==> config.mk <==
export PLATFORM = sky130hd
export DESIGN_NAME = dispatch_buffer
export DESIGN_NICKNAME = d
export VERILOG_FILES = /design/src/dispatch_pkg.sv /design/src/dispatch_buffer.sv
export SDC_FILE = /design/constraint.sdc
export NUM_CORES = 1
export LEC_CHECK = 0
export ABC_AREA = 1
export BUFFER_PORTS_ARGS = -buffer_cell sky130_fd_sc_hd__buf_2
export CAP_MARGIN = 20
export CORE_AREA = 10 10 182 184
export DETAILED_ROUTE_END_ITERATION = 12
export DIE_AREA = 0 0 192 194
export GPL_TIMING_DRIVEN = 0
export HOLD_SLACK_MARGIN = 0.05
export PLACE_DENSITY_LB_ADDON = 0.08
export SETUP_SLACK_MARGIN = 0.5
export SLEW_MARGIN = 15
export SYNTH_ARGS = -nofsm -noshare
export SYNTH_HDL_FRONTEND = slang
export SYNTH_SLANG_ARGS = --single-unit
==> constraint.sdc <==
create_clock -name clock -period 11.5 [get_ports clock]
set_input_delay 0.575 -clock clock [delete_from_list [all_inputs] [get_ports clock]]
set_output_delay 0.575 -clock clock [all_outputs]
set_load 0.01 [all_outputs]
==> src/dispatch_pkg.sv <==
/*
  Shared widths, field types and reset constants for the dispatch front.
  RTL files refer to these by scoped name.
*/

package dispatch_pkg;

  //////////////////////////////////////////////////
  // Machine width
  //////////////////////////////////////////////////

  // Instructions per pair, also the number of CDB ports
  localparam int WAYS = 2;

  localparam int DATA_W = 64;

  // Default physical register count, overridden at the top level
  localparam int DEFAULT_NUM_PREGS = 64;

  //////////////////////////////////////////////////
  // Field types
  //////////////////////////////////////////////////

  typedef logic [DATA_W-1:0] word_t;      // Register value
  typedef logic [63:0]       npc_t;       // Next PC
  typedef logic [31:0]       inst_word_t; // Raw instruction word
  typedef logic [4:0]        alu_func_t;  // ALU function code

  // Free window entries reported by the window, 0 to 2
  typedef logic [1:0] free_count_t;

  //////////////////////////////////////////////////
  // Reset constants
  //////////////////////////////////////////////////

  // Alpha BIS r31,r31,r31, held by empty slots and an idle issue register
  localparam inst_word_t NOOP_INST = 32'h47ff_041f;

endpackage
==> src/dispatch_buffer.sv <==
/*
  Two-slot dispatch buffer. Takes a renamed pair over a four-phase handshake
  and issues as many slots as the window has room for, oldest first.
*/

`timescale 1ns/1ns

module dispatch_buffer #(
  parameter  int NUM_PREGS = dispatch_pkg::DEFAULT_NUM_PREGS,
  localparam int IDX_W     = $clog2(NUM_PREGS)
) (
  input  logic                                              clock,
  input  logic                                              arst_n,
  input  logic                                              flush,

  input  logic                                              in_req,
  output logic                                              in_ack,
  input  logic [dispatch_pkg::WAYS-1:0]                     in_valid,
  input  dispatch_pkg::inst_word_t [dispatch_pkg::WAYS-1:0] in_ir,
  input  dispatch_pkg::npc_t [dispatch_pkg::WAYS-1:0]       in_npc,
  input  logic [dispatch_pkg::WAYS-1:0][IDX_W-1:0]          in_pdest,
  input  logic [dispatch_pkg::WAYS-1:0][IDX_W-1:0]          in_prega,
  input  logic [dispatch_pkg::WAYS-1:0][IDX_W-1:0]          in_pregb,
  input  dispatch_pkg::alu_func_t [dispatch_pkg::WAYS-1:0]  in_alu_func,
  input  logic [dispatch_pkg::WAYS-1:0]                     in_rd_mem,
  input  logic [dispatch_pkg::WAYS-1:0]                     in_wr_mem,

  input  dispatch_pkg::free_count_t                         window_free,

  output logic [dispatch_pkg::WAYS-1:0]                     issue_go,
  output dispatch_pkg::inst_word_t [dispatch_pkg::WAYS-1:0] slot_ir,
  output dispatch_pkg::npc_t [dispatch_pkg::WAYS-1:0]       slot_npc,
  output logic [dispatch_pkg::WAYS-1:0][IDX_W-1:0]          slot_pdest,
  output logic [dispatch_pkg::WAYS-1:0][IDX_W-1:0]          slot_prega,
  output logic [dispatch_pkg::WAYS-1:0][IDX_W-1:0]          slot_pregb,
  output dispatch_pkg::alu_func_t [dispatch_pkg::WAYS-1:0]  slot_alu_func,
  output logic [dispatch_pkg::WAYS-1:0]                     slot_rd_mem,
  output logic [dispatch_pkg::WAYS-1:0]                     slot_wr_mem
);

  logic [dispatch_pkg::WAYS-1:0]                     slot_valid;
  dispatch_pkg::inst_word_t [dispatch_pkg::WAYS-1:0] ir_q;
  logic capture;  // Pair taken on this edge
  logic shift;    // Slot 1 drops into slot 0
  logic room1;
  logic room2;

  //////////////////////////////////////////////////
  // Issue decision
  //////////////////////////////////////////////////

  assign room1 = (window_free != 2'd0);
  assign room2 = (window_free >= 2'd2);

  // Slot 1 needs two entries only when slot 0 goes ahead of it
  assign issue_go[0] = slot_valid[0] & room1;
  assign issue_go[1] = slot_valid[1] & (slot_valid[0] ? room2 : room1);

  // Almost full case, the older one leaves and the younger moves down
  assign shift = issue_go[0] & ~issue_go[1] & slot_valid[1];

  // Only an empty buffer acknowledges
  assign capture = in_req & ~in_ack & (slot_valid == '0);

  //////////////////////////////////////////////////
  // Handshake and occupancy
  //////////////////////////////////////////////////

  always_ff @(posedge clock or negedge arst_n)
  begin
    if (!arst_n)
    begin
      in_ack     <= 1'b0;
      slot_valid <= '0;
    end
    else
    begin
      if (capture)
        in_ack <= 1'b1;
      else if (!in_req)
        in_ack <= 1'b0;    // Fetch has let go

      if (flush)
        slot_valid <= '0;  // Also drops a pair captured this edge
      else if (capture)
        slot_valid <= in_valid;
      else if (shift)
        slot_valid <= 2'b01;
      else
        slot_valid <= slot_valid & ~issue_go;
    end
  end

  //////////////////////////////////////////////////
  // Slot payload
  //////////////////////////////////////////////////

  always_ff @(posedge clock)
  begin
    if (capture)
    begin
      ir_q          <= in_ir;
      slot_npc      <= in_npc;
      slot_pdest    <= in_pdest;
      slot_prega    <= in_prega;
      slot_pregb    <= in_pregb;
      slot_alu_func <= in_alu_func;
      slot_rd_mem   <= in_rd_mem;
      slot_wr_mem   <= in_wr_mem;
    end
    else if (shift)
    begin
      ir_q[0]          <= ir_q[1];
      slot_npc[0]      <= slot_npc[1];
      slot_pdest[0]    <= slot_pdest[1];
      slot_prega[0]    <= slot_prega[1];
      slot_pregb[0]    <= slot_pregb[1];
      slot_alu_func[0] <= slot_alu_func[1];
      slot_rd_mem[0]   <= slot_rd_mem[1];
      slot_wr_mem[0]   <= slot_wr_mem[1];
    end
  end

  // Empty slots present a noop
  for (genvar s = 0; s < dispatch_pkg::WAYS; s++)
  begin : g_slot_ir
    assign slot_ir[s] = slot_valid[s] ? ir_q[s] : dispatch_pkg::NOOP_INST;
  end

endmodule

---- After elaboration in Yosys (flattened, before gate mapping) ----
Cells that the tools add are included.
operators by class
  order comparisons ....................... 1
  equality and inequality tests ........... 1
  multiplexer cells ....................... 24
  bitwise gates (word level) .............. 10
  reduce and logical (&&, ||, !) cells .... 3
operators with widths
  kind                                            number
  two-way mux 32 bit                              4
  two-way mux 64 bit                              2
  two-way mux 6 bit                               6
  two-way mux 5 bit                               2
  two-way mux 1 bit                               7
  AND 1 bit                                       6
  two-way mux 2 bit                               3
  nonzero test 2 bit                              2
  AND 2 bit                                       1
  >= comparator 2 bit (second input constant)     1
  logical NOT 2 bit                               1
  != test 2 x 1 -> 1 bit (second input constant)  1
  NOT 1 bit                                       2
  NOT 2 bit                                       1
storage, ports and cells
  register bits after elaboration ......... 245
  output and inout port bits .............. 245
  word-level logic and storage cells ...... 57

---- Longest topological paths before layout ----
Gate-level depths: netlist (run 1).
  word-level depth ........................ 9
  gate-level depth with buffers ........... 8
  gate-level depth less buffers ........... 6

---- Worst setup path after synthesis (run 1) ----
No wires, ideal clock.
  path type ............................... input -> register
  start point ............................. in in_req
  end point ............................... reg ir_q[0] (netlist bit) (enable)
  setup time .............................. 0.485 ns
  data arrival time ....................... 3.525 ns
  required time ........................... 11.015 ns
  path slack .............................. 7.490 ns
  stages on the path ...................... 5
  cells stage by stage .................... inv_1 -> nor2_4 -> nand2_4 -> buf_4 -> nand2_1
on the way
  word-level cells in the longest chain between the ends .. 3
RTL lines
  what                                 RTL line                text
  start: declaration                   dispatch_buffer.sv:16   input logic in_req,
  AND 1 bit (2 in series)              dispatch_buffer.sv:63   assign capture = in_req & ~in_ack & (slot_valid == '0);
  nonzero test 2 bit (no source line)  n/a
  end signal: assignment               dispatch_buffer.sv:102  ir_q <= in_ir;
  end: declaration                     dispatch_buffer.sv:42   dispatch_pkg::inst_word_t [dispatch_pkg::WAYS-1:0] ir_q;
No other way between the ends.
A chain may end at the register's enable or synchronous reset.

==> results of run 1 <==
==> cells in the mapped netlist <==
library cell and number:
nand2_1 379, edfxtp_1 242, inv_1 52, o21ai_0 19, or2_2 18, buf_4 11
buf_2 9, clkbuf_1 9, nor2_1 4, buf_1 3, dfrtp_1 3, nand3_1 2
nor2_4 2, a21oi_1 1, buf_6 1, inv_2 1, nand2_4 1, nand4_1 1
o21bai_1 1
==> state kept, by name, indices dropped and copies added (netlist names) <==
register and flops:
slot_npc 128, ir_q 64, slot_pdest 12, slot_prega 12, slot_pregb 12, slot_alu_func 10, slot_rd_mem 2, slot_valid 2
slot_wr_mem 2, in_ack 1
==> metal layers <==
layer	share of wire (%)	global-route usage, %	vias to the layer above	routed length [microns]
li1	-	-	3565	-
met3	12	7.41	55	3970
met2	51	30.9	304	17500
met4	2.4	4.81	8	820
met1	35	18.5	3312	12000
met5	0.12	0	-	42
==> where the power goes <==
group	switching (mW)	internal (mW)	leakage, nW
clock	0.354	0.484	0.414
combinational	0.288	0.156	3.54
sequential	0.0336	1.14	2.32
total	0.676	1.78	6.27
==> how the worst max path moves through the flow <==
stage,start,end
6_report,slot_valid[0]$_DFF_PN0_,slot_ir[19]
5_1_grt,slot_valid[0]$_DFF_PN0_,slot_ir[18]
4_1_cts,slot_valid[0]$_DFF_PN0_,slot_ir[19]
3_5_place_dp,in_req,slot_npc[78]$_DFFE_PP_
3_3_place_gp,in_req,slot_npc[55]$_DFFE_PP_
2_1_floorplan,in_req,ir_q[0]$_DFFE_PP_
==> through the flow <==
stage	power [mW]	hold WS (ns)	worst slack [ns]
CTS	2.50	0.181	8.88
global route	2.58	0.179	8.79
floorplan	1.43	0.279	7.49
finish	2.46	0.211	8.96
global placement	1.66	0.378	5.21
detailed placement	1.66	0.377	8.87
==> cell families (layout without fill, tap and decap cells) <==
family | count (synthesis) | count (layout) | share of synthesized area (%)
AOI/OAI and AO/OA | 21 | 21 | 1.14
DFF | 245 | 245 | 77.8
other | 0 | 9 | 0
buffers and inverters | 86 | 636 | 4.06
and+or+nand+nor | 407 | 407 | 17.0
==> cell type report <==
| class | count | area [sq um] | area share (%) |
|---|---|---|---|
| Buffer | 33 | 191 | 1.43 |
| Timing Repair Buffer | 498 | 2560 | 19.2 |
| Clock buffer | 38 | 759 | 5.68 |
| Multi-Input combinational cell | 428 | 1720 | 12.8 |
| Inverter | 53 | 199 | 1.49 |
| Clock inverter | 14 | 96.3 | 0.720 |
| Sequential cell | 245 | 7340 | 54.9 |
| Tap cell | 390 | 488 | 3.65 |
| Antenna cell | 9 | 22.5 | 0.168 |
==> impl_metrics.json, run 1 <==
{
  "drc": 0,
  "grt_pass1_wl_microns": 48800,
  "die_x_microns": 192,
  "maxCapViolations": 0,
  "fmax_ghz": 0.394,
  "setup_viol": 0,
  "fp-row-count": 63,
  "antenna_found_initial": 12,
  "critPathBufInv": 4,
  "routed_via_density": 4.24,
  "gr-total-overflow": 0,
  "avgSynthCellArea_sq_um": 12.4,
  "min_path_type": "input pin to flip-flop",
  "skew_ns": 0.00716,
  "worst_pin_slew_ns": 0.593,
  "cts-buffers-inserted": 29,
  "htreeDepth": 1,
  "cp_data_arrival_time_ns": 1.96,
  "grt_max_degree": 86,
  "die_h_microns": 194,
  "ios": 495,
  "cts_resized": 0,
  "final_core_util_pct": 45.5,
  "synth_nets": 1009,
  "synth_top_area_share_pct": 77.0,
  "p_per_area_nw_per_um2": 184,
  "die_area_sq_um": 37200,
  "place_area_sq_um": 12500,
  "final_common_cell": "buf_2",
  "cpMaxStageDelayCell": "or2_2",
  "stdcell_area_sq_um": 13400,
  "gp_congestion": 0.793,
  "nets": 1538,
  "reg2reg_setup_slack_ns": 9.09,
  "syn_inst": 759,
  "hold_buffers": 1,
  "layout.cells.non_filler": 1708,
  "r2r_start": "slot_valid[1]$_DFF_PN0_",
  "cp_common_cell": "buf_2",
  "min_to": "slot_npc[123]$_DFFE_PP_",
  "placedCellCount": 1646,
  "path_class": "flip-flop to output port",
  "core_area_sq_um": 29400,
  "yosys_warnings": 0,
  "ir_worst_vdd_mv": 0.122,
  "startpoint_type": "flip-flop",
  "start_util_pct": 32.1,
  "cp_max_fo": 10,
  "ys_ff_latch": 245,
  "hold_violations": 0,
  "slew_headroom_pct": 60.5,
  "firstDrtPassIters": 4,
  "cp_top_family": "buffers and inverters",
  "cts_sinks": 245,
  "synth_area_leader_cell": "edfxtp_1",
  "power.leakage_nw": 6.27,
  "drt_iter0_markers": 312,
  "synth_area_leaders": "edfxtp_1, nand2_1, inv_1, or2_2, o21ai_0",
  "cp-end-kind": "output port",
  "clock_latency_ns": 0.54,
  "min_period_over_period_pct": 22.1,
  "holdCritStartpoint": "in_npc[123]",
  "wire_per_inst_microns": 20.1,
  "cp.depth": 5,
  "rsz0062_at_grt": "no",
  "setup_tns_ns": 0,
  "worst_r2r_path_depth": 7,
  "run_status": "finished clean",
  "area_delta_synth_final_pct": 41.8,
  "path_cells": "buf_2 > inv_1 > clkbuf_1 > or2_2 > buf_2",
  "slew_violations": 0,
  "cts_tree": "yes",
  "final_cell_mix": "buf_2, nand2_1, edfxtp_1",
  "timing.rr.end": "slot_pregb[9]$_DFFE_PP_",
  "cp_slowest_stage_delay_ns": 0.33,
  "crit_required_ns": 10.93,
  "yosysSeqAreaShare_pct": 77.8,
  "clk_path_buf_depth": 3,
  "routed_wl_microns": 34400,
  "clk_pin_slew_worst_paths_ns": 0.06,
  "n_fill_cell": 2884,
  "root_buffer": "clkbuf_16",
  "synth_area_sq_um": 9430,
  "layout-drive-gt1-share_pct": 44.1,
  "dp_hpwl_microns": 26900,
  "cts_post_setup_buffers_inserted": 0,
  "drtAntennaViolNets": 0,
  "holdPathStages": 1,
  "io_buffers": 494,
  "min_period_ns": 2.54,
  "grt_pass1_vias": 7417,
  "vias": 7244,
  "grtUsageTotal_pct": 17.5,
  "yosys.cell_types.count": 19
}
(Power assumes the default switching activity.)
==> inputs of run 2 (changes only) <==
CORE_AREA = 10 10 184 186   (was 10 10 182 184)
DIE_AREA = 0 0 194 196   (was 0 0 192 194)
clock period = 2.4 ns   (was 11.5 ns; I/O delays follow)
==> run 2 against run 1 <==
Total power grew to 5.0 times the previous value. Sequential cell count is the same. Sequential power grew to 4.8 times the previous value. Final area grew 20%. Clock power grew to 4.8 times the previous value. Via count grew 15%. Utilization grew 7.4 points. Clock-buffer cell count grew 3. Clock skew grew 0.0055 ns. Critical path depth is the same. Critical path type unchanged. Critical endpoint is now slot_ir[0]. Largest cell class unchanged.
==> impl_metrics.json, run 2 (same netlist as run 1, synthesis figures left out) <==
{
  "run_status": "finished clean",
  "setup_viol": 0,
  "largestRegisters": "slot_npc (128), ir_q (64)",
  "routed_wl_microns": 38300,
  "cp_max_fo": 9,
  "root_buffer": "clkbuf_16",
  "final_core_util_pct": 52.9,
  "layout.cells.non_filler": 1964,
  "hold_slack_ns": 0.290,
  "cpMaxStageDelayCell": "dfrtp_1",
  "slew_headroom_pct": 65.3,
  "swShare_pct": 27.7,
  "dp_hpwl_microns": 26500,
  "stdcell_area_sq_um": 16000,
  "wire_per_inst_microns": 19.5,
  "ir_worst_vdd_mv": 0.596,
  "cts-buffers-inserted": 28,
  "ios": 495,
  "path_class": "flip-flop to output port",
  "start_util_pct": 31.2,
  "top_register": "slot_npc",
  "maxCapViolations": 0,
  "power_frac_seq_pct": 46.1,
  "grt.met3_usage_pct": 5.87,
  "placedCellCount": 1649,
  "htreeDepth": 1,
  "grtUsageTotal_pct": 19.1,
  "firstDrtPassIters": 4,
  "grt_pass1_vias": 9028,
  "power.leakage_nw": 7.38,
  "drtAntennaViolNets": 0,
  "worst_pin_slew_ns": 0.521,
  "startpoint_type": "flip-flop",
  "final_cell_mix": "buf_2, nand2_1, dlygate4sd3_1",
  "drt_iter0_markers": 270,
  "io_buffers": 494,
  "nets": 1793,
  "grt_pass1_wl_microns": 56400,
  "cp_data_arrival_time_ns": 1.73,
  "die_h_microns": 196,
  "drc": 0,
  "slew_violations": 0,
  "crit_required_ns": 2.28,
  "comb_power_share_pct": 21.1,
  "largest_reg_flops": 128,
  "min_period_ns": 1.85,
  "skew_ns": 0.0126,
  "min_path_type": "input pin to flip-flop",
  "clk_path_buf_depth": 3,
  "min_period_over_period_pct": 76.9,
  "clockPowerShare_pct": 32.8,
  "pre_cts_slack_ns": -0.0399,
  "hold_violations": 0,
  "grt-busiest-layer": "met2",
  "area_delta_synth_final_pct": 69.7,
  "place_area_sq_um": 12400,
  "core_area_sq_um": 30300,
  "setup_tns_ns": 0,
  "die_x_microns": 194,
  "clock_latency_ns": 0.54,
  "cts_sinks": 245,
  "grt_max_degree": 66,
  "rsz0062_at_grt": "yes",
  "fmax_ghz": 0.542,
  "setup_ws_ns": 0.554,
  "die_area_sq_um": 38000,
  "fp-row-count": 64,
  "antenna_found_initial": 3,
  "cp_slowest_stage_delay_ns": 0.33,
  "layout-drive-gt1-share_pct": 37.6,
  "p_int_mw": 8.85,
  "routed_via_density": 4.24,
  "cts_tree": "yes",
  "grt_util_met1_pct": 21.4,
  "gr-usage-met2_pct": 34.5,
  "clk_pin_slew_worst_paths_ns": 0.06,
  "final_common_cell": "buf_2",
  "p_total_mw": 12.2,
  "p_switching_mw": 3.39,
  "path_cells": "buf_6 > clkinvlp_4 > buf_4 > or2_2 > buf_2",
  "gp_congestion": 0.789,
  "cp-end-kind": "output port",
  "vias": 8323,
  "gr-total-overflow": 0,
  "p_per_area_nw_per_um2": 765
}
-- run 2: worst paths after layout --
kind	startpoint	end	slack, ns	depth (start not counted)
max in group asynchronous	arst_n	slot_valid[1]$_DFF_PN0_	1.74	3
setup / recovery	slot_valid[0]$_DFF_PN0_	slot_ir[0]	0.55	5
hold / removal	in_npc[91]	slot_npc[91]$_DFFE_PP_	0.29	2
min in group asynchronous	arst_n	in_ack$_DFFE_PN0P_	0.51	3
setup reg to reg	slot_valid[1]$_DFF_PN0_	slot_npc[34]$_DFFE_PP_	0.64	5
hold reg to reg	slot_npc[95]$_DFFE_PP_	slot_npc[31]$_DFFE_PP_	0.53	2
-- run 2: timing repair --
action | in CTS | in global routing
gates cloned | 5 | 1
endpoints found under the setup margin | 310 | 67
endpoints found under the hold margin | 248 | 0
hold buffers | 250 | 0
setup buffers | 4 | 0
pin swaps | 3 | 0
resized for setup | 17 | 4
-- run 2: power groups by stage --
stage	clock network (mW)	registers (mW)	logic, mW
after CTS	4.13	5.65	2.61
after floorplan	0	5.94	0.863
after detailed placement	0	5.75	2.15
after global routing	4.29	5.70	2.85
after global placement	0	5.74	2.14
final	4.01	5.65	2.58
-- run 2: per-layer routing --
| layer | vias to the layer above | routed length, microns | part of all wire [%] |
|---|---|---|---|
| li1 | 4075 | - | - |
| met1 | 3873 | 14300 | 37 |
| met2 | 321 | 20000 | 52 |
| met3 | 54 | 3110 | 8.1 |
| met4 | 0 | 843 | 2.2 |
| met5 | - | 0 | 0 |
-- run 2: cell type report --
class                           instances  area [sq um]
Inverter                               53           203
Tap cell                              396           495
Sequential cell                       245          7340
Multi-Input combinational cell        431          1780
Timing Repair Buffer                  751          5090
Buffer                                 33           235
Clock inverter                         11          75.1
Antenna cell                            3          7.51
Clock buffer                           41           771
Fill cell                            2716         14300
-- run 2: worst max-delay path, delay by kind of cell, from the launching register on --
family / cells / cell delay [ns]
buf+inv: 4 / 0.58
flops: 1 / 0.33
simple gates: 1 / 0.28
