[config.mk]
export PLATFORM = sky130hd
export DESIGN_NAME = issue_stage
export DESIGN_NICKNAME = d
export VERILOG_FILES = /design/src/dispatch_pkg.sv /design/src/issue_stage.sv
export SDC_FILE = /design/constraint.sdc
export NUM_CORES = 1
export LEC_CHECK = 0
export BUFFER_PORTS_ARGS = -buffer_cell sky130_fd_sc_hd__clkbuf_2
export CORE_AREA = 2 2 434 436
export DETAILED_ROUTE_END_ITERATION = 12
export DIE_AREA = 0 0 436 438
export PLACE_DENSITY_LB_ADDON = 0.12
export SETUP_SLACK_MARGIN = 0.15
export SLEW_MARGIN = 20
export SYNTH_ARGS = -nofsm -noshare
export SYNTH_HDL_FRONTEND = slang
export SYNTH_SLANG_ARGS = --single-unit
[constraint.sdc]
create_clock -name clock -period 1.1 [get_ports clock]
set_input_delay 0.275 -clock clock [delete_from_list [all_inputs] [get_ports clock]]
set_output_delay 0.275 -clock clock [all_outputs]
set_load 0.01 [all_outputs]
[src/dispatch_pkg.sv]
/*
  Shared widths, field types and reset constants for the dispatch front.
  RTL files refer to these by scoped name.
*/

package dispatch_pkg;

  //////////////////////////////////////////////////
  // Machine width
  //////////////////////////////////////////////////

  // Instructions per pair, also the number of CDB ports
  localparam int WAYS = 2;

  localparam int DATA_W = 64;

  // Default physical register count, overridden at the top level
  localparam int DEFAULT_NUM_PREGS = 64;

  //////////////////////////////////////////////////
  // Field types
  //////////////////////////////////////////////////

  typedef logic [DATA_W-1:0] word_t;      // Register value
  typedef logic [63:0]       npc_t;       // Next PC
  typedef logic [31:0]       inst_word_t; // Raw instruction word
  typedef logic [4:0]        alu_func_t;  // ALU function code

  // Free window entries reported by the window, 0 to 2
  typedef logic [1:0] free_count_t;

  //////////////////////////////////////////////////
  // Reset constants
  //////////////////////////////////////////////////

  // Alpha BIS r31,r31,r31, held by empty slots and an idle issue register
  localparam inst_word_t NOOP_INST = 32'h47ff_041f;

endpackage
[src/issue_stage.sv]
/*
  Issue stage. Forwards CDB values into the source operands of the slots
  that go this cycle and holds them in the issue register for one cycle.
*/

`timescale 1ns/1ns

module issue_stage #(
  parameter  int NUM_PREGS = dispatch_pkg::DEFAULT_NUM_PREGS,
  localparam int IDX_W     = $clog2(NUM_PREGS)
) (
  input  logic                                              clock,
  input  logic                                              arst_n,
  input  logic                                              flush,

  // From the dispatch buffer
  input  logic [dispatch_pkg::WAYS-1:0]                     issue_go,
  input  dispatch_pkg::inst_word_t [dispatch_pkg::WAYS-1:0] slot_ir,
  input  dispatch_pkg::npc_t [dispatch_pkg::WAYS-1:0]       slot_npc,
  input  logic [dispatch_pkg::WAYS-1:0][IDX_W-1:0]          slot_pdest,
  input  logic [dispatch_pkg::WAYS-1:0][IDX_W-1:0]          slot_prega,
  input  logic [dispatch_pkg::WAYS-1:0][IDX_W-1:0]          slot_pregb,
  input  dispatch_pkg::alu_func_t [dispatch_pkg::WAYS-1:0]  slot_alu_func,
  input  logic [dispatch_pkg::WAYS-1:0]                     slot_rd_mem,
  input  logic [dispatch_pkg::WAYS-1:0]                     slot_wr_mem,

  input  dispatch_pkg::word_t [2*dispatch_pkg::WAYS-1:0]    rd_value,

  input  logic [dispatch_pkg::WAYS-1:0]                     wb_valid,
  input  logic [dispatch_pkg::WAYS-1:0][IDX_W-1:0]          wb_tag,
  input  dispatch_pkg::word_t [dispatch_pkg::WAYS-1:0]      wb_value,

  output logic [dispatch_pkg::WAYS-1:0]                     iss_valid,
  output dispatch_pkg::inst_word_t [dispatch_pkg::WAYS-1:0] iss_ir,
  output dispatch_pkg::npc_t [dispatch_pkg::WAYS-1:0]       iss_npc,
  output logic [dispatch_pkg::WAYS-1:0][IDX_W-1:0]          iss_pdest,
  output dispatch_pkg::alu_func_t [dispatch_pkg::WAYS-1:0]  iss_alu_func,
  output logic [dispatch_pkg::WAYS-1:0]                     iss_rd_mem,
  output logic [dispatch_pkg::WAYS-1:0]                     iss_wr_mem,
  output dispatch_pkg::word_t [dispatch_pkg::WAYS-1:0]      iss_rega_value,
  output dispatch_pkg::word_t [dispatch_pkg::WAYS-1:0]      iss_regb_value
);

  logic [2*dispatch_pkg::WAYS-1:0][IDX_W-1:0]     src_idx;   // Same order as rd_value
  dispatch_pkg::word_t [2*dispatch_pkg::WAYS-1:0] op_value;

  //////////////////////////////////////////////////
  // CDB forwarding
  //////////////////////////////////////////////////

  for (genvar s = 0; s < dispatch_pkg::WAYS; s++)
  begin : g_src
    assign src_idx[2*s]   = slot_prega[s];
    assign src_idx[2*s+1] = slot_pregb[s];
  end

  always_comb
  begin
    for (int i = 0; i < 2*dispatch_pkg::WAYS; i++)
    begin
      op_value[i] = rd_value[i];
      // Port 1 checked last and so takes priority
      for (int p = 0; p < dispatch_pkg::WAYS; p++)
      begin
        if (wb_valid[p] && wb_tag[p] == src_idx[i] && src_idx[i] != '0)
          op_value[i] = wb_value[p];
      end
    end
  end

  //////////////////////////////////////////////////
  // Issue register
  //////////////////////////////////////////////////

  always_ff @(posedge clock or negedge arst_n)
  begin
    if (!arst_n)
    begin
      iss_valid <= '0;
      iss_ir    <= {dispatch_pkg::WAYS{dispatch_pkg::NOOP_INST}};
    end
    else if (flush)
    begin
      iss_valid <= '0;   // Mispredict kills what is in flight here
      iss_ir    <= {dispatch_pkg::WAYS{dispatch_pkg::NOOP_INST}};
    end
    else
    begin
      for (int s = 0; s < dispatch_pkg::WAYS; s++)
      begin
        iss_valid[s] <= issue_go[s];
        iss_ir[s]    <= issue_go[s] ? slot_ir[s] : dispatch_pkg::NOOP_INST;
      end
    end
  end

  // Operands and decoded fields, only meaningful with iss_valid
  always_ff @(posedge clock)
  begin
    for (int s = 0; s < dispatch_pkg::WAYS; s++)
    begin
      if (issue_go[s])
      begin
        iss_npc[s]        <= slot_npc[s];
        iss_pdest[s]      <= slot_pdest[s];
        iss_alu_func[s]   <= slot_alu_func[s];
        iss_rd_mem[s]     <= slot_rd_mem[s];
        iss_wr_mem[s]     <= slot_wr_mem[s];
        iss_rega_value[s] <= op_value[2*s];
        iss_regb_value[s] <= op_value[2*s+1];
      end
    end
  end

endmodule

Word level (Yosys, flattened, before mapping):

Cells that the tools add are included.

* multiply operators: 0
* $lt $le $gt $ge: 0
* shifts and indexed selects: 0
* multiplexer cells: 12
* eq/ne operators: 8
* reduce and logical (&&, ||, !) cells: 20
* bitwise gates (word level): 0
* divide/modulo/power cells: 0
* add/sub/neg operators: 0

Operators by type and width (count)
* two-way mux 64 bit: 9
* two-way mux 32 bit: 2
* == test 6 bit: 8
* nonzero test 6 bit: 4
* logical AND 1 bit: 16
* two-way mux 2 bit: 1

* bits in latches: 0
* memories kept: 0
* bits in registers: 476
* logic and storage cells: 57
* input port bits: 645
* bits in read-only memories: 0
* memory bits (writable): 0

Longest topological paths before layout:

Gate-level depths: netlist of run 1.

* depth after elaboration: 5
* depth in mapped cells: 7
* gate-level depth less buffers: 4

Least setup slack after synthesis of run 1:

OpenSTA, ideal clock, no wires.

* kind: input to register
* start point: input port slot_pregb[0] (netlist name)
* end point: register iss_regb_value[53] (netlist name), data pin
* path buffers: 2
* data arrival time: 1.518 ns
* slack: -0.692 ns
* setup time: 0.274 ns
* stages on the path: 6
* cells stage by stage: xor2_1 -> or4b_1 -> buf_6 -> buf_6 -> o31ai_1 -> a31oi_1

RTL lines
* start, declared: line issue_stage.sv:22 `input logic [dispatch_pkg::WAYS-1:0][IDX_W-1:0] slot_pregb,`
* end signal, assigned by index: line issue_stage.sv:110 `iss_regb_value[s] <= op_value[2*s+1];`
* end, declared: line issue_stage.sv:41 `output dispatch_pkg::word_t [dispatch_pkg::WAYS-1:0] iss_regb_value`

Worst setup path in the final report of run 1:

* start point: register iss_rega_value[63] (netlist name)
* end point: output port iss_rega_value[63] (netlist name)

RTL lines
* start, declared: line issue_stage.sv:40 `output dispatch_pkg::word_t [dispatch_pkg::WAYS-1:0] iss_rega_value,`
* start signal, assigned by index: line issue_stage.sv:109 `iss_rega_value[s] <= op_value[2*s];`

No word-level cell between the ends.

==> results of run 1 <==
==> final timing paths <==
check | startpoint | to | slack [ps]
max in group asynchronous | arst_n | iss_ir[39]$_DFF_PN0_ | 310
min in group asynchronous | arst_n | iss_ir[16]$_DFF_PN1_ | 250
worst max-delay path | iss_rega_value[63]$_DFFE_PP_ | iss_rega_value[63] | -580
worst min-delay path | flush | iss_valid[0]$_DFF_PN0_ | -50
==> Yosys cell counts (23+ instances only) <==
| master | n |
|---|---|
| edfxtp_1 | 410 |
| nand4_1 | 260 |
| a31oi_1 | 256 |
| nor4_1 | 256 |
| clkbuf_1 | 178 |
| o31ai_1 | 156 |
| o31ai_2 | 100 |
| buf_2 | 53 |
| dfstp_2 | 36 |
| nand2b_1 | 36 |
| xnor2_1 | 36 |
| dfrtp_1 | 30 |
| and2_1 | 28 |
| buf_6 | 28 |
| buf_1 | 23 |
==> power groups by stage <==
stage | clock network [uW] | registers [uW] | logic (uW)
final | 23100 | 21900 | 13600
after global routing | 24500 | 22000 | 14200
after CTS | 24000 | 21900 | 13100
after detailed placement | 0 | 22200 | 10100
after global placement | 0 | 22200 | 10200
after floorplan | 0 | 22800 | 2250
==> cells in the final DEF (no fill, tap or decap), drive strengths merged <==
master,count
nor4,256
clkinvlp,2
or3,4
xor2,12
dfstp,36
bufinv,5
o31ai,256
nand3,12
or4b,4
edfxtp,410
buf,552
clkinv,23
clkbuf,1078
inv,5
nand4,260
nor2b,2
nand2b,36
and3,8
dlygate4sd3,532
nor4b,4
a31oi,256
dfrtp,30
diode,17
and2,28
xnor2,36
bufbuf,3
nor2,12
==> per-layer routing <==
layer	track usage (%)	vias up	routed length (um)
met3	4.027	341	12150
met1	22.00	13877	74710
li1	-	11992	-
met5	0	-	92
met2	34.69	1475	99650
met4	7.322	14	7512
==> per-stage QoR <==
stage | total power, uW | setup slack, ps
final | 58550 | -580.6
after global placement | 32400 | -1369
after global routing | 60710 | -615.6
after floorplan | 25020 | -691.3
after CTS | 58930 | -661.4
after detailed placement | 32330 | -1350
==> area by class of cell <==
| class | instances | area share (%) |
|---|---|---|
| antenna | 17 | 0.08978 |
| clock buffer | 89 | 3.979 |
| clock inverter | 35 | 0.7684 |
| multi-input combinational | 1186 | 21.58 |
| sequential | 476 | 29.56 |
| tap | 2495 | 6.588 |
| timing repair buffer | 2076 | 37.43 |
==> what timing repair did <==
| item | 4_1_cts | 5_1_grt |
|---|---|---|
| gates resized for setup | 296 | 373 |
| endpoints found under the hold margin | 539 | 5 |
| setup buffers | 33 | 13 |
| setup endpoints to repair | 732 | 756 |
| gates cloned | 23 | 7 |
| pin swaps | 81 | 22 |
==> kinds of logic (layout without fill, tap and decap cells) <==
logic type	count (synthesis)	count (layout)	share of synthesized area (%)
DFF	476	476	59.11
and+or+nand+nor	626	626	16.44
other	0	17	0
buffers and inverters	284	2200	5.697
xor gates and xnor gates	48	48	1.774
AOI/OAI and AO/OA	512	512	16.98
==> state kept, by name, indices dropped and copies added (netlist names) <==
name,count
iss_npc,128
iss_pdest,12
iss_wr_mem,2
iss_regb_value,128
iss_alu_func,10
iss_ir,64
iss_rd_mem,2
iss_valid,2
iss_rega_value,128
==> summary.md, run 1 <==
| Metric | Value |
|---|---|
| Status | finished, violations left |
| Violated checks | hold timing, setup timing |
| DIE HEIGHT | 438 um |
| Vias in the first global route | 28.45k |
| CTS Hold Bufs | 532 |
| Final Core Density | 25.39% |
| Cell internal pwr | 40,760 uW |
| Hold Crit Class | in -> reg |
| Worst-Margin Slew | 624.9 ps |
| DP Area | 35,510 um2 |
| Drt total wl | 194.1 mm |
| Nets | 4,454 |
| Clock share of power | 39.4% |
| P_leak | 0.01781 uW |
| #FFs+latches synth | 476 |
| Critical Path Start Type | register |
| Clock Tree Buf Depth | 3 |
| Largest net degree at the start of global routing | 39 |
| Critical-path top delay cell | edfxtp_1 |
| CTS tree | built |
| Post-route setup TNS | -283,700 ps |
| Cell family with most CP delay | flip-flops |
| # fillers | 19.95k |
| Vias | 27.70k |
| Cells after Synth | 1,946 |
| Yosys cell types | 24 |
| Routability cong. | 0.7929 |
| GRT Total Usage | 19.18% |
| Final non-filler cell total | 6,374 |
| Inserted Clock Buffers | 69 |
| I/O Buffers | 1,120 |
| Finish-stage setup viols | 736 |
| Reg power frac | 37.4% |
| Worst path depth | 1 |
| Largest stage delay on the critical path | 490 ps |
| Root Driver | clkbuf_16 |
| Ranking of synthesized cells by area | edfxtp_1, nand4_1, a31oi_1 |
| Layout cells sized above 1 | 50.18% |
| Clk sinks | 476 |
| Die area | 191,000 um2 |
| Hold Path Depth | 3 |
| CP max FO | 1 |
| DRT iter0 DRCs | 1,670 |
| First-pass GRT wire length | 251.6 mm |
| Final hold violations | 1 |
| Final Max Tran Viols | 0 |
| Synth area leader | edfxtp_1 |
| Area Growth Syn to Fin | 99.94% |
| Switch share | 30.39% |
| RSZ-0062 raised after global routing | yes |
| Worst Path Required | 820 ps |
| F_max | 0.5950 GHz |
| Number of synthesized flops with an enable pin | 410 |
| Maxcap violations | 0 |
| Clock-pin slew on the worst setup and hold paths | 60 ps |
| Synth async-reset ratio | 13.87% |
| Reg area | 14,010 um2 |
| Syn Area/Cell | 12.18 um2 |
| Synth Flop Type | edfxtp_1 |
| Core Area | 186,600 um2 |
| Num ports | 1,121 |
| CTS HTree Levels | 3 |
| Endpoint type of the worst setup path | output pin |
| DRT antenna net count | 0 |
| Final Cycle Share | 152.8% |
| Slew Limit Headroom | 58.34% |
| Pwr dens | 1236 nW/um2 |
| Crit path DAT | 1410 ps |
| Starting Density | 12.70% |
| Warnings from Yosys | 0 |
| Final instance area | 47,380 um2 |
| Drt drc | 0 |
| Dpl hpwl | 138.5 mm |
| Die width | 436 um |
| Sequential fraction of the synthesis area | 59.11% |
| DR vias/cell | 4.346 |
| WP buf/inv | 1 |
| Rows | 159 |
| Fin crit period | 1681 ps |
| DR WL/cell | 30.45 um |
| CP cell instances | clkbuf_8 |
| Multi-input logic area | 10,230 um2 |
| Crit Path Class | reg -> out |
| Grt total ovfl | 0 |
| Syn Nets | 2,591 |
| Mapped Area | 23,700 um2 |
| Synth top area share | 51.95% |
| Hold Slack | -47.31 ps |
| Final worst setup slack | -580.6 ps |
| # placed instances | 5,626 |
| Drt pass-1 iters | 5 |
| VDD IR max | 1.163 mV |
| Psw | 17,790 uW |
| Comb power frac | 23.2% |
| Antenna violations before repair | 42 |
Note: power is estimated with default switching activity, not from simulation.
==> run 2: changes to the inputs <==
--- a/config.mk
+++ b/config.mk
@@ -6,10 +6,11 @@
 export NUM_CORES = 1
 export LEC_CHECK = 0
 export BUFFER_PORTS_ARGS = -buffer_cell sky130_fd_sc_hd__clkbuf_2
-export CORE_AREA = 2 2 434 436
+export CORE_AREA = 2 2 441 443
 export DETAILED_ROUTE_END_ITERATION = 12
-export DIE_AREA = 0 0 436 438
+export DIE_AREA = 0 0 443 445
 export PLACE_DENSITY_LB_ADDON = 0.12
+export REMOVE_ABC_BUFFERS = 1
 export SETUP_SLACK_MARGIN = 0.15
 export SLEW_MARGIN = 20
 export SYNTH_ARGS = -nofsm -noshare
==> run 2 against run 1 <==
The run ends with setup timing left. Sequential power about the same. Clock-buffer cell count up 4. First-iteration DRC count up 39%. Wire length decreased by 5.4%. Critical path depth increased by 8. Highest routed layer is now met4.
==> summary.md, run 2 (synthesis results as in run 1) <==
| Metric | Value |
|---|---|
| Status | finished, violations left |
| Violated checks | setup timing |
| Critical-path top delay cell | or4b_4 |
| CP cell instances | clkbuf_16 > buf_8 > buf_12 > xor2_4 > or4b_4 > buf_12 > clkbuf_16 > o31ai_2 > a31oi_1 |
| Top flop regs | iss_npc (128), iss_rega_value (128), iss_regb_value (128) |
| Finish-stage setup viols | 732 (-0.54%) |
| Drt drc | 0 (unchanged) |
| Worst-Margin Slew | 764.1 ps (+139.3 ps) |
| Hold Crit Class | in -> reg |
| Drt total wl | 183.5 mm (-5.4%) |
| Die area | 197,100 um2 (+3.2%) |
| Core Area | 192,000 um2 (+2.9%) |
| DRT antenna net count | 0 (unchanged) |
| Area Growth Syn to Fin | 99.09% |
| Reg power frac | 37.6% (+0.2 points) |
| Largest net degree at the start of global routing | 46 (+18%) |
| Vias in the first global route | 28.86k (+1.4%) |
| Final Core Density | 24.58% (-0.81 points) |
| CP Capture Point | iss_regb_value[107]$_DFFE_PP_ |
| I/O Buffers | 1,120 (unchanged) |
| Clock share of power | 39.4% (about the same) |
| Cell internal pwr | 40,390 uW (-0.92%) |
| Rows | 161 (+1.3%) |
| Comb power frac | 23.0% (-0.2 points) |
| Clock Tree Buf Depth | 3 (unchanged) |
| Vias | 27.60k (-0.35%) |
| Num ports | 1,121 (unchanged) |
| # placed instances | 5,648 (+0.39%) |
| First-pass GRT wire length | 243.4 mm (-3.3%) |
| Largest stage delay on the critical path | 600 ps (+110 ps) |
| CTS HTree Levels | 3 (unchanged) |
| P_leak | 0.01772 uW (-0.51%) |
| Clock-pin slew on the worst setup and hold paths | 50 ps (about the same) |
| DRT iter0 DRCs | 2,321 (+39%) |
| Die width | 443 um (+1.6%) |
| Worst path depth | 9 (+8) |
| Final worst setup slack | -637.5 ps (-56.92 ps) |
| PnR Total Power | 58,040 uW (-0.87%) |
| Final non-filler cell total | 6,431 (+0.89%) |
| Switch share | 30.42% (+0.032 points) |
| Clk sinks | 476 (unchanged) |
| Pwr dens | 1230 nW/um2 (-0.45%) |
| DIE HEIGHT | 445 um (+1.6%) |
| Layout cells sized above 1 | 49.46% (-0.72 points) |
| Slew Limit Headroom | 49.06% (-9.3 points) |
| Dpl hpwl | 134.7 mm (-2.8%) |
| Grt total ovfl | 0 (unchanged) |
| Critical Path Start Type | input port |
| DR vias/cell | 4.292 (-1.2%) |
| Endpoint type of the worst setup path | register |
| GRT Total Usage | 17.52% (-1.7 points) |
| Psw | 17,650 uW (-0.77%) |
| Fin crit period | 1737 ps (+56.92 ps) |
| Worst Path Required | 1510 ps (+690 ps) |
| CTS tree | built |
| Hold Slack | 65.12 ps (+112.4 ps) |
| Antenna violations before repair | 34 (-19%) |
| Cell family with most CP delay | buffers and inverters |
| Inserted Clock Buffers | 71 (+2.9%) |
| Setup WS pre-CTS | -1416 ps (-66.69 ps) |
| Most common cell after layout, fill and taps aside | clkbuf_2 |
| Hold Path Depth | 4 (+1) |
| Most frequent cells in the layout | clkbuf_2, dlygate4sd3_1, edfxtp_1 |
| RSZ-0062 raised after global routing | yes |
| F_max | 0.5755 GHz (-3.3%) |
| Setup crit start | wb_tag[3] |
| DR WL/cell | 28.54 um (-6.3%) |
| Drt pass-1 iters | 7 (+2) |
| CP max FO | 16 (+15) |
| Root Driver | clkbuf_16 |
| Crit Path Class | in -> reg |
| WP buf/inv | 5 (+4) |
| Final Cycle Share | 158.0% (+5.2 points) |
| Maxcap violations | 0 (unchanged) |
| Final Max Tran Viols | 0 (unchanged) |
| Crit path DAT | 2140 ps (+730 ps) |
| VDD IR max | 1.058 mV (-9.0%) |
| Nets | 4,485 (+0.70%) |
| Starting Density | 12.34% (-0.36 points) |
| Final hold violations | 0 (-1) |
| Routability cong. | 0.7895 (-0.43%) |
run 2: cell count changes in the layout (fill, tap and decap cells not counted), moves of 25 or more:
cell	change
buf_12	-41
o31ai_2	+29
o31ai_1	-25
buf_4	+29
buf_2	+25
clkbuf_2	-70
buf_6	+39
dlygate4sd3_1	+43
run 2: final cells by class:
cell class              instances  area (um2)
repair buffers               2105       17670
clock buffers                  93        1881
well taps                    2526        3161
multi-input cells            1186       10110
fillers                     20673      144800
diodes                          9       22.52
flip-flops and latches        476       14010
clock inverters                36       335.3
run 2: worst min-delay path by stage:
stage                                end  slack [ps]  startpoint
floorplan           iss_ir[11]$_DFF_PN0_         -20      arst_n
global route         iss_ir[4]$_DFF_PN1_          30       flush
global placement    iss_ir[14]$_DFF_PN0_         310      arst_n
detailed placement  iss_ir[14]$_DFF_PN0_         300      arst_n
CTS                  iss_ir[4]$_DFF_PN1_         -20       flush
finish               iss_ir[4]$_DFF_PN1_          70       flush
run 2: worst min-delay path: cells and delay by family:
kind          cells  cell delay, ps
buf+inv           2             300
simple gates      2             150
run 2: routing by layer:
| layer | track usage, % | vias up | share of wire (%) |
|---|---|---|---|
| met5 | 0 | - | 0 |
| met4 | 7.366 | 0 | 4.3 |
| met3 | 3.649 | 293 | 5.6 |
| met2 | 31.87 | 1278 | 52 |
| met1 | 19.68 | 13980 | 38 |
| li1 | - | 12051 | - |
run 2: per-stage QoR:
step | TNS [ps] | area [um2]
after floorplan | -1255940 | 22350
after global placement | -322590 | 35020
after detailed placement | -324210 | 35020
after CTS | -301890 | 45490
after global routing | -341880 | 47180
final | -307590 | 47180
run 2: repair_timing:
action,in CTS,in global routing
pin swaps,68,49
endpoints found under the hold margin,538,0
gates cloned,16,7
setup endpoints to repair,732,751
hold buffers,575,0
gates resized for setup,299,506
setup buffers,29,18
run 2: power by group through the flow:
stage	registers [uW]	clock network [uW]	logic, uW
6_report	21800	22900	13300
3_5_place_dp	22100	0	9800
4_1_cts	21800	23900	12700
3_3_place_gp	22100	0	9830
5_1_grt	22000	24400	14000
2_1_floorplan	22800	0	1880
